`config.mk`:
```
export PLATFORM = sky130hd
export DESIGN_NAME = rename_unit
export DESIGN_NICKNAME = d
export VERILOG_FILES = /design/src/rtl/rename_pkg.sv /design/src/rtl/rename_bypass.sv /design/src/rtl/rename_commit_map.sv /design/src/rtl/rename_freelist.sv /design/src/rtl/rename_map_table.sv /design/src/rtl/rename_unit.sv
export VERILOG_INCLUDE_DIRS = /design/src /design/src/rtl
export SDC_FILE = /design/constraint.sdc
export NUM_CORES = 2
export LEC_CHECK = 0
export BUFFER_PORTS_ARGS = -buffer_cell sky130_fd_sc_hd__buf_2
export CORE_MARGIN = 2
export CORE_UTILIZATION = 55
export DETAILED_ROUTE_END_ITERATION = 7
export PLACE_DENSITY = 0.71
export SETUP_SLACK_MARGIN = 0.05
export SYNTH_ARGS = -nofsm -noshare
export SYNTH_HDL_FRONTEND = slang
export SYNTH_SLANG_ARGS = --single-unit
```
`constraint.sdc`:
```
create_clock -name i_clk -period 8.89 [get_ports i_clk]
set_input_delay 1.778 -clock i_clk [delete_from_list [all_inputs] [get_ports i_clk]]
set_output_delay 1.778 -clock i_clk [all_outputs]
set_load 0.03 [all_outputs]
```
`src/rtl/rename_macros.svh`:
```
// Size parameters of the integer rename stage.
// Included by the package and by every module that sizes ports or loops.

`ifndef RENAME_MACROS_SVH
`define RENAME_MACROS_SVH

// --------------------------------------------------
// group shape
// --------------------------------------------------
`define DISP_WIDTH 2   // instructions renamed per cycle
`define NUM_SRC 2      // source operands per instruction

// --------------------------------------------------
// architectural side
// --------------------------------------------------
`define ARCH_REGS 32
`define ARCH_IDX_W 5

// --------------------------------------------------
// physical side
// --------------------------------------------------
`define FLIST_DEPTH 16  // ids held by each lane free list
`define RNID_COUNT 64   // arch regs plus all free list entries
`define RNID_W 6

`endif

```
`src/rtl/rename_pkg.sv`:
```
// Packed struct types of the rename stage.
// Shared by the RTL and the testbench; sizes come from the macro header.

`include "rename_macros.svh"

package rename_pkg;

  typedef logic [`ARCH_IDX_W-1:0] arch_idx_t;
  typedef logic [`RNID_W-1:0]     rnid_t;

  // --------------------------------------------------
  // front end side
  // --------------------------------------------------
  typedef struct packed {
    logic      valid;
    arch_idx_t idx;
  } reg_ref_t;

  typedef struct packed {
    logic                      valid;
    reg_ref_t                  rd;
    reg_ref_t [`NUM_SRC-1:0]   src;
  } front_inst_t;

  typedef struct packed {
    front_inst_t [`DISP_WIDTH-1:0] inst;
  } front_grp_t;

  // --------------------------------------------------
  // dispatch side
  // --------------------------------------------------
  typedef struct packed {
    logic                  valid;
    logic                  rd_valid;
    rnid_t                 rd_rnid;
    rnid_t                 rd_old_rnid;
    rnid_t [`NUM_SRC-1:0]  src_rnid;
  } disp_inst_t;

  typedef struct packed {
    disp_inst_t [`DISP_WIDTH-1:0] inst;
  } disp_grp_t;

  // --------------------------------------------------
  // commit side
  // --------------------------------------------------
  typedef struct packed {
    logic      valid;
    logic      dead;      // squashed, its new id goes back
    logic      rd_valid;
    arch_idx_t rd_idx;
    rnid_t     rd_rnid;
    rnid_t     old_rnid;
  } commit_slot_t;

  typedef struct packed {
    logic                          commit;
    logic                          flush;  // restore spec map from committed map
    commit_slot_t [`DISP_WIDTH-1:0] slot;
  } commit_grp_t;

endpackage

```
`src/rtl/rename_bypass.sv`:
```
// Dependency check inside one rename group.
// A source or destination that matches the destination of an earlier lane
// takes that lane's freshly allocated id instead of the map table value.
// Pure combinational; lane 0 passes through.

`timescale 1ns/1ns
`include "rename_macros.svh"

module rename_bypass
  import rename_pkg::*;
(
  input  front_grp_t i_front,
  input  rnid_t      i_new_rnid [`DISP_WIDTH],

  // values from the map table
  input  rnid_t      i_src_rnid [`DISP_WIDTH][`NUM_SRC],
  input  rnid_t      i_rd_old_rnid [`DISP_WIDTH],

  output rnid_t      o_src_rnid [`DISP_WIDTH][`NUM_SRC],
  output rnid_t      o_rd_old_rnid [`DISP_WIDTH]
);

  logic [`DISP_WIDTH-1:0] w_writes;  // lane renames a real destination

  always_comb begin
    for (int d = 0; d < `DISP_WIDTH; d++) begin
      w_writes[d] = i_front.inst[d].valid & i_front.inst[d].rd.valid &
                    (i_front.inst[d].rd.idx != '0);
    end
  end

  // --------------------------------------------------
  // override search
  // --------------------------------------------------
  always_comb begin
    for (int d = 0; d < `DISP_WIDTH; d++) begin
      for (int s = 0; s < `NUM_SRC; s++) begin
        o_src_rnid[d][s] = i_src_rnid[d][s];
      end
      o_rd_old_rnid[d] = i_rd_old_rnid[d];

      // earlier lanes in ascending order, so the nearest match lands last
      for (int p = 0; p < d; p++) begin
        if (w_writes[p]) begin
          for (int s = 0; s < `NUM_SRC; s++) begin
            if (i_front.inst[p].rd.idx == i_front.inst[d].src[s].idx) begin
              o_src_rnid[d][s] = i_new_rnid[p];
            end
          end
          if (i_front.inst[p].rd.idx == i_front.inst[d].rd.idx) begin
            o_rd_old_rnid[d] = i_new_rnid[p];  // old id is the in-group one
          end
        end
      end
    end
  end

endmodule

```
`src/rtl/rename_commit_map.sv`:
```
// Committed (architectural) map from register to physical id.
// Written by live committing slots; read whole when a flush restores
// the speculative map.

`timescale 1ns/1ns
`include "rename_macros.svh"

module rename_commit_map
  import rename_pkg::*;
(
  input  logic        i_clk,
  input  logic        i_reset_n,

  input  commit_grp_t i_commit,

  output rnid_t       o_map [`ARCH_REGS]
);

  rnid_t r_map [`ARCH_REGS];

  always_ff @(posedge i_clk, negedge i_reset_n) begin
    if (!i_reset_n) begin
      for (int r = 0; r < `ARCH_REGS; r++) begin
        r_map[r] <= rnid_t'(r);
      end
    end else if (i_commit.commit) begin
      for (int d = 0; d < `DISP_WIDTH; d++) begin
        // dead slots never reached architectural state
        if (i_commit.slot[d].valid && !i_commit.slot[d].dead &&
            i_commit.slot[d].rd_valid && i_commit.slot[d].rd_idx != '0) begin
          r_map[i_commit.slot[d].rd_idx] <= i_commit.slot[d].rd_rnid;
        end
      end
    end
  end

  assign o_map = r_map;

endmodule

```
`src/rtl/rename_freelist.sv`:
```
// Free list of physical register ids for one dispatch lane.
// Circular FIFO that starts full with INIT_BASE and the ids after it.
// The head id is shown combinationally; pop and push may share a cycle.

`timescale 1ns/1ns
`include "rename_macros.svh"

module rename_freelist
  import rename_pkg::*;
#(
  parameter int INIT_BASE = 32
) (
  input  logic  i_clk,
  input  logic  i_reset_n,

  input  logic  i_push,
  input  rnid_t i_push_id,

  input  logic  i_pop,
  output rnid_t o_pop_id,

  output logic  o_empty
);

  localparam int PTR_W = $clog2(`FLIST_DEPTH);

  rnid_t            r_entry [`FLIST_DEPTH];
  logic [PTR_W-1:0] r_head;
  logic [PTR_W-1:0] r_tail;
  logic [PTR_W:0]   r_count;  // one extra bit to hold a full count
  logic             w_pop;

  assign o_empty  = (r_count == '0);
  assign o_pop_id = r_entry[r_head];
  assign w_pop    = i_pop & ~o_empty;  // never step past an empty head

  // --------------------------------------------------
  // pointers and occupancy
  // --------------------------------------------------
  always_ff @(posedge i_clk, negedge i_reset_n) begin
    if (!i_reset_n) begin
      r_head  <= '0;
      r_tail  <= '0;  // full, so tail wraps onto head
      r_count <= (PTR_W+1)'(`FLIST_DEPTH);
    end else begin
      if (w_pop) begin
        r_head <= r_head + 1'b1;
      end
      if (i_push) begin
        r_tail <= r_tail + 1'b1;
      end
      case ({i_push, w_pop})
        2'b10:   r_count <= r_count + 1'b1;
        2'b01:   r_count <= r_count - 1'b1;
        default: r_count <= r_count;  // both or neither
      endcase
    end
  end

  // --------------------------------------------------
  // id storage
  // --------------------------------------------------
  always_ff @(posedge i_clk, negedge i_reset_n) begin
    if (!i_reset_n) begin
      for (int i = 0; i < `FLIST_DEPTH; i++) begin
        r_entry[i] <= rnid_t'(INIT_BASE + i);
      end
    end else if (i_push) begin
      r_entry[r_tail] <= i_push_id;
    end
  end

endmodule

```
`src/rtl/rename_map_table.sv`:
```
// Speculative map from architectural register to physical id.
// Read combinationally for every source and old destination of the group.
// Written by the renamed destinations at fire, or loaded whole on restore.

`timescale 1ns/1ns
`include "rename_macros.svh"

module rename_map_table
  import rename_pkg::*;
(
  input  logic                   i_clk,
  input  logic                   i_reset_n,

  // source lookups
  input  arch_idx_t              i_src_idx [`DISP_WIDTH][`NUM_SRC],
  output rnid_t                  o_src_rnid [`DISP_WIDTH][`NUM_SRC],

  // destination lookup, also the update address
  input  arch_idx_t              i_rd_idx [`DISP_WIDTH],
  output rnid_t                  o_rd_old_rnid [`DISP_WIDTH],

  input  logic [`DISP_WIDTH-1:0] i_update,
  input  rnid_t                  i_update_rnid [`DISP_WIDTH],

  input  logic                   i_restore,
  input  rnid_t                  i_restore_map [`ARCH_REGS]
);

  rnid_t r_map [`ARCH_REGS];

  // --------------------------------------------------
  // read ports
  // --------------------------------------------------
  always_comb begin
    for (int d = 0; d < `DISP_WIDTH; d++) begin
      for (int s = 0; s < `NUM_SRC; s++) begin
        o_src_rnid[d][s] = r_map[i_src_idx[d][s]];
      end
      o_rd_old_rnid[d] = r_map[i_rd_idx[d]];  // pre-group value
    end
  end

  // --------------------------------------------------
  // update and restore
  // --------------------------------------------------
  always_ff @(posedge i_clk, negedge i_reset_n) begin
    if (!i_reset_n) begin
      for (int r = 0; r < `ARCH_REGS; r++) begin
        r_map[r] <= rnid_t'(r);  // identity map
      end
    end else if (i_restore) begin
      // restore takes priority over a rename in the same cycle
      for (int r = 0; r < `ARCH_REGS; r++) begin
        r_map[r] <= i_restore_map[r];
      end
    end else begin
      // ascending order, last lane to write an index wins
      for (int d = 0; d < `DISP_WIDTH; d++) begin
        if (i_update[d]) begin
          r_map[i_rd_idx[d]] <= i_update_rnid[d];
        end
      end
    end
  end

endmodule

```
`src/rtl/rename_unit.sv`:
```
// Integer register rename stage, top level.
// Renames one group per fire (valid and ready) with zero latency; commit
// results return ids to the per-lane free lists one cycle after the
// committed map is written, and a flush restores the speculative map.

`timescale 1ns/1ns
`include "rename_macros.svh"

module rename_unit
  import rename_pkg::*;
(
  input  logic        i_clk,
  input  logic        i_reset_n,

  input  logic        i_front_valid,
  input  front_grp_t  i_front,
  output logic        o_front_ready,

  output disp_grp_t   o_disp,

  input  commit_grp_t i_commit
);

  logic                   w_fire;
  logic [`DISP_WIDTH-1:0] w_empty;
  logic [`DISP_WIDTH-1:0] w_rd_req;    // lane needs a new id
  logic [`DISP_WIDTH-1:0] w_pop;
  logic [`DISP_WIDTH-1:0] w_push;
  rnid_t                  w_head_id [`DISP_WIDTH];
  rnid_t                  w_new_rnid [`DISP_WIDTH];
  rnid_t                  w_push_id [`DISP_WIDTH];

  arch_idx_t              w_src_idx [`DISP_WIDTH][`NUM_SRC];
  arch_idx_t              w_rd_idx [`DISP_WIDTH];
  rnid_t                  w_tbl_src_rnid [`DISP_WIDTH][`NUM_SRC];
  rnid_t                  w_tbl_old_rnid [`DISP_WIDTH];
  rnid_t                  w_src_rnid [`DISP_WIDTH][`NUM_SRC];
  rnid_t                  w_old_rnid [`DISP_WIDTH];

  commit_grp_t            r_commit;    // commit group, one cycle late
  logic                   w_restore;
  rnid_t                  w_commit_map [`ARCH_REGS];

  // --------------------------------------------------
  // handshake
  // --------------------------------------------------
  assign o_front_ready = ~|w_empty;  // every lane must have an id ready
  assign w_fire        = i_front_valid & o_front_ready;

  // --------------------------------------------------
  // per lane free lists
  // --------------------------------------------------
  for (genvar d = 0; d < `DISP_WIDTH; d++) begin : g_lane
    assign w_rd_req[d] = i_front.inst[d].valid & i_front.inst[d].rd.valid &
                         (i_front.inst[d].rd.idx != '0);
    assign w_pop[d]      = w_fire & w_rd_req[d];
    assign w_new_rnid[d] = w_rd_req[d] ? w_head_id[d] : '0;  // x0 stays 0

    // live slot frees the old id, dead slot frees its own new id
    assign w_push[d] = r_commit.commit & r_commit.slot[d].valid &
                       r_commit.slot[d].rd_valid & (r_commit.slot[d].rd_idx != '0);
    assign w_push_id[d] = r_commit.slot[d].dead ? r_commit.slot[d].rd_rnid :
                                                  r_commit.slot[d].old_rnid;

    rename_freelist #(
      .INIT_BASE (`RNID_COUNT - `DISP_WIDTH * `FLIST_DEPTH + `FLIST_DEPTH * d)
    ) u_freelist (
      .i_clk     (i_clk),
      .i_reset_n (i_reset_n),
      .i_push    (w_push[d]),
      .i_push_id (w_push_id[d]),
      .i_pop     (w_pop[d]),
      .o_pop_id  (w_head_id[d]),
      .o_empty   (w_empty[d])
    );

    assign w_rd_idx[d] = i_front.inst[d].rd.idx;
    for (genvar s = 0; s < `NUM_SRC; s++) begin : g_src
      assign w_src_idx[d][s] = i_front.inst[d].src[s].idx;
    end
  end

  // --------------------------------------------------
  // commit delay and restore
  // --------------------------------------------------
  always_ff @(posedge i_clk, negedge i_reset_n) begin
    if (!i_reset_n) begin
      r_commit <= '0;
    end else begin
      r_commit <= i_commit;
    end
  end

  // committed map already holds the flushing group's writes here
  assign w_restore = r_commit.commit & r_commit.flush;

  rename_commit_map u_commit_map (
    .i_clk     (i_clk),
    .i_reset_n (i_reset_n),
    .i_commit  (i_commit),
    .o_map     (w_commit_map)
  );

  rename_map_table u_map_table (
    .i_clk         (i_clk),
    .i_reset_n     (i_reset_n),
    .i_src_idx     (w_src_idx),
    .o_src_rnid    (w_tbl_src_rnid),
    .i_rd_idx      (w_rd_idx),
    .o_rd_old_rnid (w_tbl_old_rnid),
    .i_update      (w_pop),
    .i_update_rnid (w_new_rnid),
    .i_restore     (w_restore),
    .i_restore_map (w_commit_map)
  );

  rename_bypass u_bypass (
    .i_front       (i_front),
    .i_new_rnid    (w_new_rnid),
    .i_src_rnid    (w_tbl_src_rnid),
    .i_rd_old_rnid (w_tbl_old_rnid),
    .o_src_rnid    (w_src_rnid),
    .o_rd_old_rnid (w_old_rnid)
  );

  // --------------------------------------------------
  // dispatch output
  // --------------------------------------------------
  always_comb begin
    for (int d = 0; d < `DISP_WIDTH; d++) begin
      o_disp.inst[d].valid       = w_fire & i_front.inst[d].valid;
      o_disp.inst[d].rd_valid    = w_fire & i_front.inst[d].valid &
                                   i_front.inst[d].rd.valid;
      o_disp.inst[d].rd_rnid     = w_new_rnid[d];
      o_disp.inst[d].rd_old_rnid = w_old_rnid[d];
      for (int s = 0; s < `NUM_SRC; s++) begin
        o_disp.inst[d].src_rnid[s] = w_src_rnid[d][s];
      end
    end
  end

endmodule

```
==> metrics.md <==
| Metric | Value |
|---|---|
| Finish-stage setup viols | 0 |
| Drt total wl | 162 mm |
| Pwr/cell area | 253 nW/um^2 |
| Mapped Area | 41100 um^2 |
| Comb power frac | 33.6% |
| Vias in the first global route | 33600 |
| Post-layout minimum cycle time | 6.68 ns |
| Slew @ Worst Pin | 1.18 ns |
| Die ar. | 77000 um^2 |
| CP max stage delay | 0.80 ns |
| Hold/Removal Path Class | reg -> reg |
| Antenna violations before repair | 19 |
| Crit path capture type | primary output |
| Clk pwr share | 27.7% |
| DR DRC count | 12 |
| Starting DRT DRC Count | 5741 |
| Pre-antenna DRT Iters | 8 |
| Die H | 277 um |
| Total gr overflow | 0 |
| Routed WL per cell | 33.9 um |
| Vias/cell | 7.51 |
| Ys Warns | 0 |
| Status | complete, but fails checks |
| Failing checks | design-rule violations |
| Fin crit share | 75.1% |
| Final ANT Viol Nets | 0 |
| Distinct cells, synth | 79 |
| Final net count | 3826 |
| Critical path class | in -> out |
| Worst-path clk slew | 0.05 ns |
| Flop2flop setup slack | 5.26 ns |
| Main synth FF type | dfrtp_1 |
| # resized after CTS | 0 |
| Die width | 277 um |
| Most frequent CP cell | buf_4 |
| Reg area | 16500 um^2 |
| Max cap viols | 0 |
| Critical path buffers and inverters | 3 |
| Hold slack | 0.373 ns |
| Syn nets | 3896 |
| Placed Area | 42200 um^2 |
| Initial Util | 55.4% |
| Top post-synthesis cells by area | dfrtp_1, dfstp_2, mux4_2, mux2i_1, a22o_1 |
| H-tree Lvls | 3 |
| Setup_tns | 0 ns |
| Fillers | 6131 |
| Flop pwr share | 38.7% |
| Most frequent cell after synthesis | nor2_1 |
| Avg Synthesized Cell Area | 10.8 um^2 |
| WP data arrival | 4.90 ns |
| Final instance area | 44700 um^2 |
| Net switching power | 0.00449 W |
| Sequential area share after synthesis | 40.0% |
| Cell family with most CP delay | buffers and inverters |
| Final slew viol count | 0 |
| I/O Buffers | 131 |
| First-pass GRT wire length | 235 mm |
| Routability Congestion | 1.07 |
| Largest net degree at the start of global routing | 163 |
| Ys async rst share | 100% |
| Critical path, cell by cell | buf_4 -> buf_4 -> mux4_2 -> a22oi_1 -> nand2_1 -> nor3_1 -> a21oi_1 -> buf_2 |
| Total CTS buffers | 71 |
| Critical Path RT | 7.11 ns |
| Slew headroom | 19.2% |
| Cell internal pwr | 0.00682 W |
| Sw frac | 39.7% |
| Post-synth top cells | nor2_1, dfrtp_1, nand2_1 |
| # rows | 100 |
| Root Driver | clkbuf_16 |
| Area occupied by multi-input gates | 23100 um^2 |
| CTS tree | done |
| Post-synth EDFFs | 0 |
| Peak supply drop | 0.325 mV |
| Crit path max fanout | 30 |
| RSZ-0062 raised after global routing | no |
| Post-Syn Instances | 3795 |
| Post-CTS setup buffers | 0 |
| Clk sinks | 644 |
| Share of cells above drive strength 1 | 26.1% |
| # hold bufs at CTS | 0 |
| Tot GR Track Use | 41.6% |
| Total power | 0.0113 W |
| Vias | 35800 |
| Slowest CP cell | nor3_1 |
| Ports | 136 |
| CP startpoint kind | primary input |
| Final Hold Fails | 0 |
| Clock Latency Late Sink | 0.65 ns |
| Max Buffers Root-to-Sink | 3 |
| F_max | 150 MHz |
| Post-synth top area share | 22.5% |
| Post-DP HPWL | 112 mm |
| #FFs+latches synth | 644 |
| Final setup skew | 0.0296 ns |
| Synth area leader | dfrtp_1 |
| Lkg Pwr | 17.2 nW |
| Total core area | 74200 um^2 |
| Area Growth Syn to Fin | 8.67% |
| Post-Route Utilization | 60.2% |
[kinds of logic (layout without fill, tap and decap cells)]
logic type / after synthesis / count (layout) / synth area share (%)
XOR/XNOR: 38 / 38 / 0.809
AND/OR/NAND/NOR: 1063 / 1063 / 11.9
other: 0 / 10 / 0
buffers and inverters: 378 / 364 / 4.00
flip-flops: 644 / 644 / 40.0
multiplexers: 656 / 656 / 25.3
adder cells (fa/ha/maj): 18 / 18 / 0.566
AO/OA/AOI/OAI: 998 / 998 / 17.4
[flip-flops by register name, summed over array words and instances, names as in the netlist]
| register | flops |
|---|---|
| g_lane.u_freelist.r_count | 10 |
| g_lane.u_freelist.r_entry | 192 |
| g_lane.u_freelist.r_head | 8 |
| g_lane.u_freelist.r_tail | 8 |
| r_commit | 42 |
| u_commit_map.o_map | 192 |
| u_map_table.r_map | 192 |
[cells in the final DEF, fill, tap and decap left out, types with 12 or more instances in the layout]
| master | instances |
|---|---|
| a211o_1 | 12 |
| a211oi_1 | 65 |
| a21oi_1 | 121 |
| a221oi_1 | 171 |
| a22o_1 | 200 |
| a22oi_1 | 61 |
| a31oi_1 | 12 |
| and2_1 | 24 |
| buf_2 | 123 |
| buf_4 | 74 |
| clkbuf_1 | 16 |
| clkbuf_16 | 73 |
| clkbuf_8 | 18 |
| dfrtp_1 | 368 |
| dfstp_2 | 274 |
| ha_1 | 17 |
| inv_1 | 32 |
| mux2_2 | 25 |
| mux2i_1 | 319 |
| mux4_2 | 304 |
| nand2_1 | 348 |
| nand2b_1 | 23 |
| nand3_1 | 60 |
| nor2_1 | 374 |
| nor2b_1 | 38 |
| nor3_1 | 108 |
| o21ai_0 | 210 |
| o21ai_1 | 16 |
| o22ai_1 | 65 |
| xnor2_1 | 19 |
| xor2_1 | 19 |
[final timing paths]
kind	start	depth (start not counted)	end
worst max-delay path	i_front[31]	8	o_disp[39]
worst min-delay path	u_commit_map.o_map[187]	0	u_commit_map.o_map[187]
worst max register to register	g_lane[0].u_freelist.r_count[2]	11	g_lane[1].u_freelist.r_count[4]
worst min register to register	u_commit_map.o_map[187]	0	u_commit_map.o_map[187]
max in group asynchronous	i_reset_n	2	u_commit_map.o_map[187]
min in group asynchronous	i_reset_n	1	g_lane[1].u_freelist.r_entry[78]
[per-layer routing]
metal	GRT usage [%]	vias up	routed length, um
met4	22.6	26	11100
met3	16.5	663	24500
met5	0.688	-	286
met1	56.7	17700	60300
li1	-	14500	-
met2	56.8	2970	65300
[layout make-up]
| cell class | instances | area share [%] |
|---|---|---|
| Multi-Input combinational cell | 2773 | 51.8 |
| Sequential cell | 644 | 36.8 |
| Clock buffer | 107 | 4.78 |
| Timing Repair Buffer | 201 | 2.79 |
| Tap cell | 969 | 2.71 |
| Clock inverter | 22 | 0.745 |
| Inverter | 34 | 0.286 |
| Antenna cell | 10 | 0.0560 |
[stage by stage]
stage                     worst slack [ns]  cells
after floorplan                       3.32   3795
after global placement                2.42   4621
after detailed placement              2.40   4621
after CTS                             2.40   4750
after global routing                  2.15   4752
final                                 2.21   4760
[power groups by stage]
stage          clock, W  sequential, W  combinational, W
2_1_floorplan         0        0.00396           0.00249
3_3_place_gp          0        0.00431           0.00363
3_5_place_dp          0        0.00435           0.00366
4_1_cts         0.00315        0.00430           0.00367
5_1_grt         0.00327        0.00440           0.00395
6_report        0.00313        0.00438           0.00380
Power figures use the tool's default switching activity.
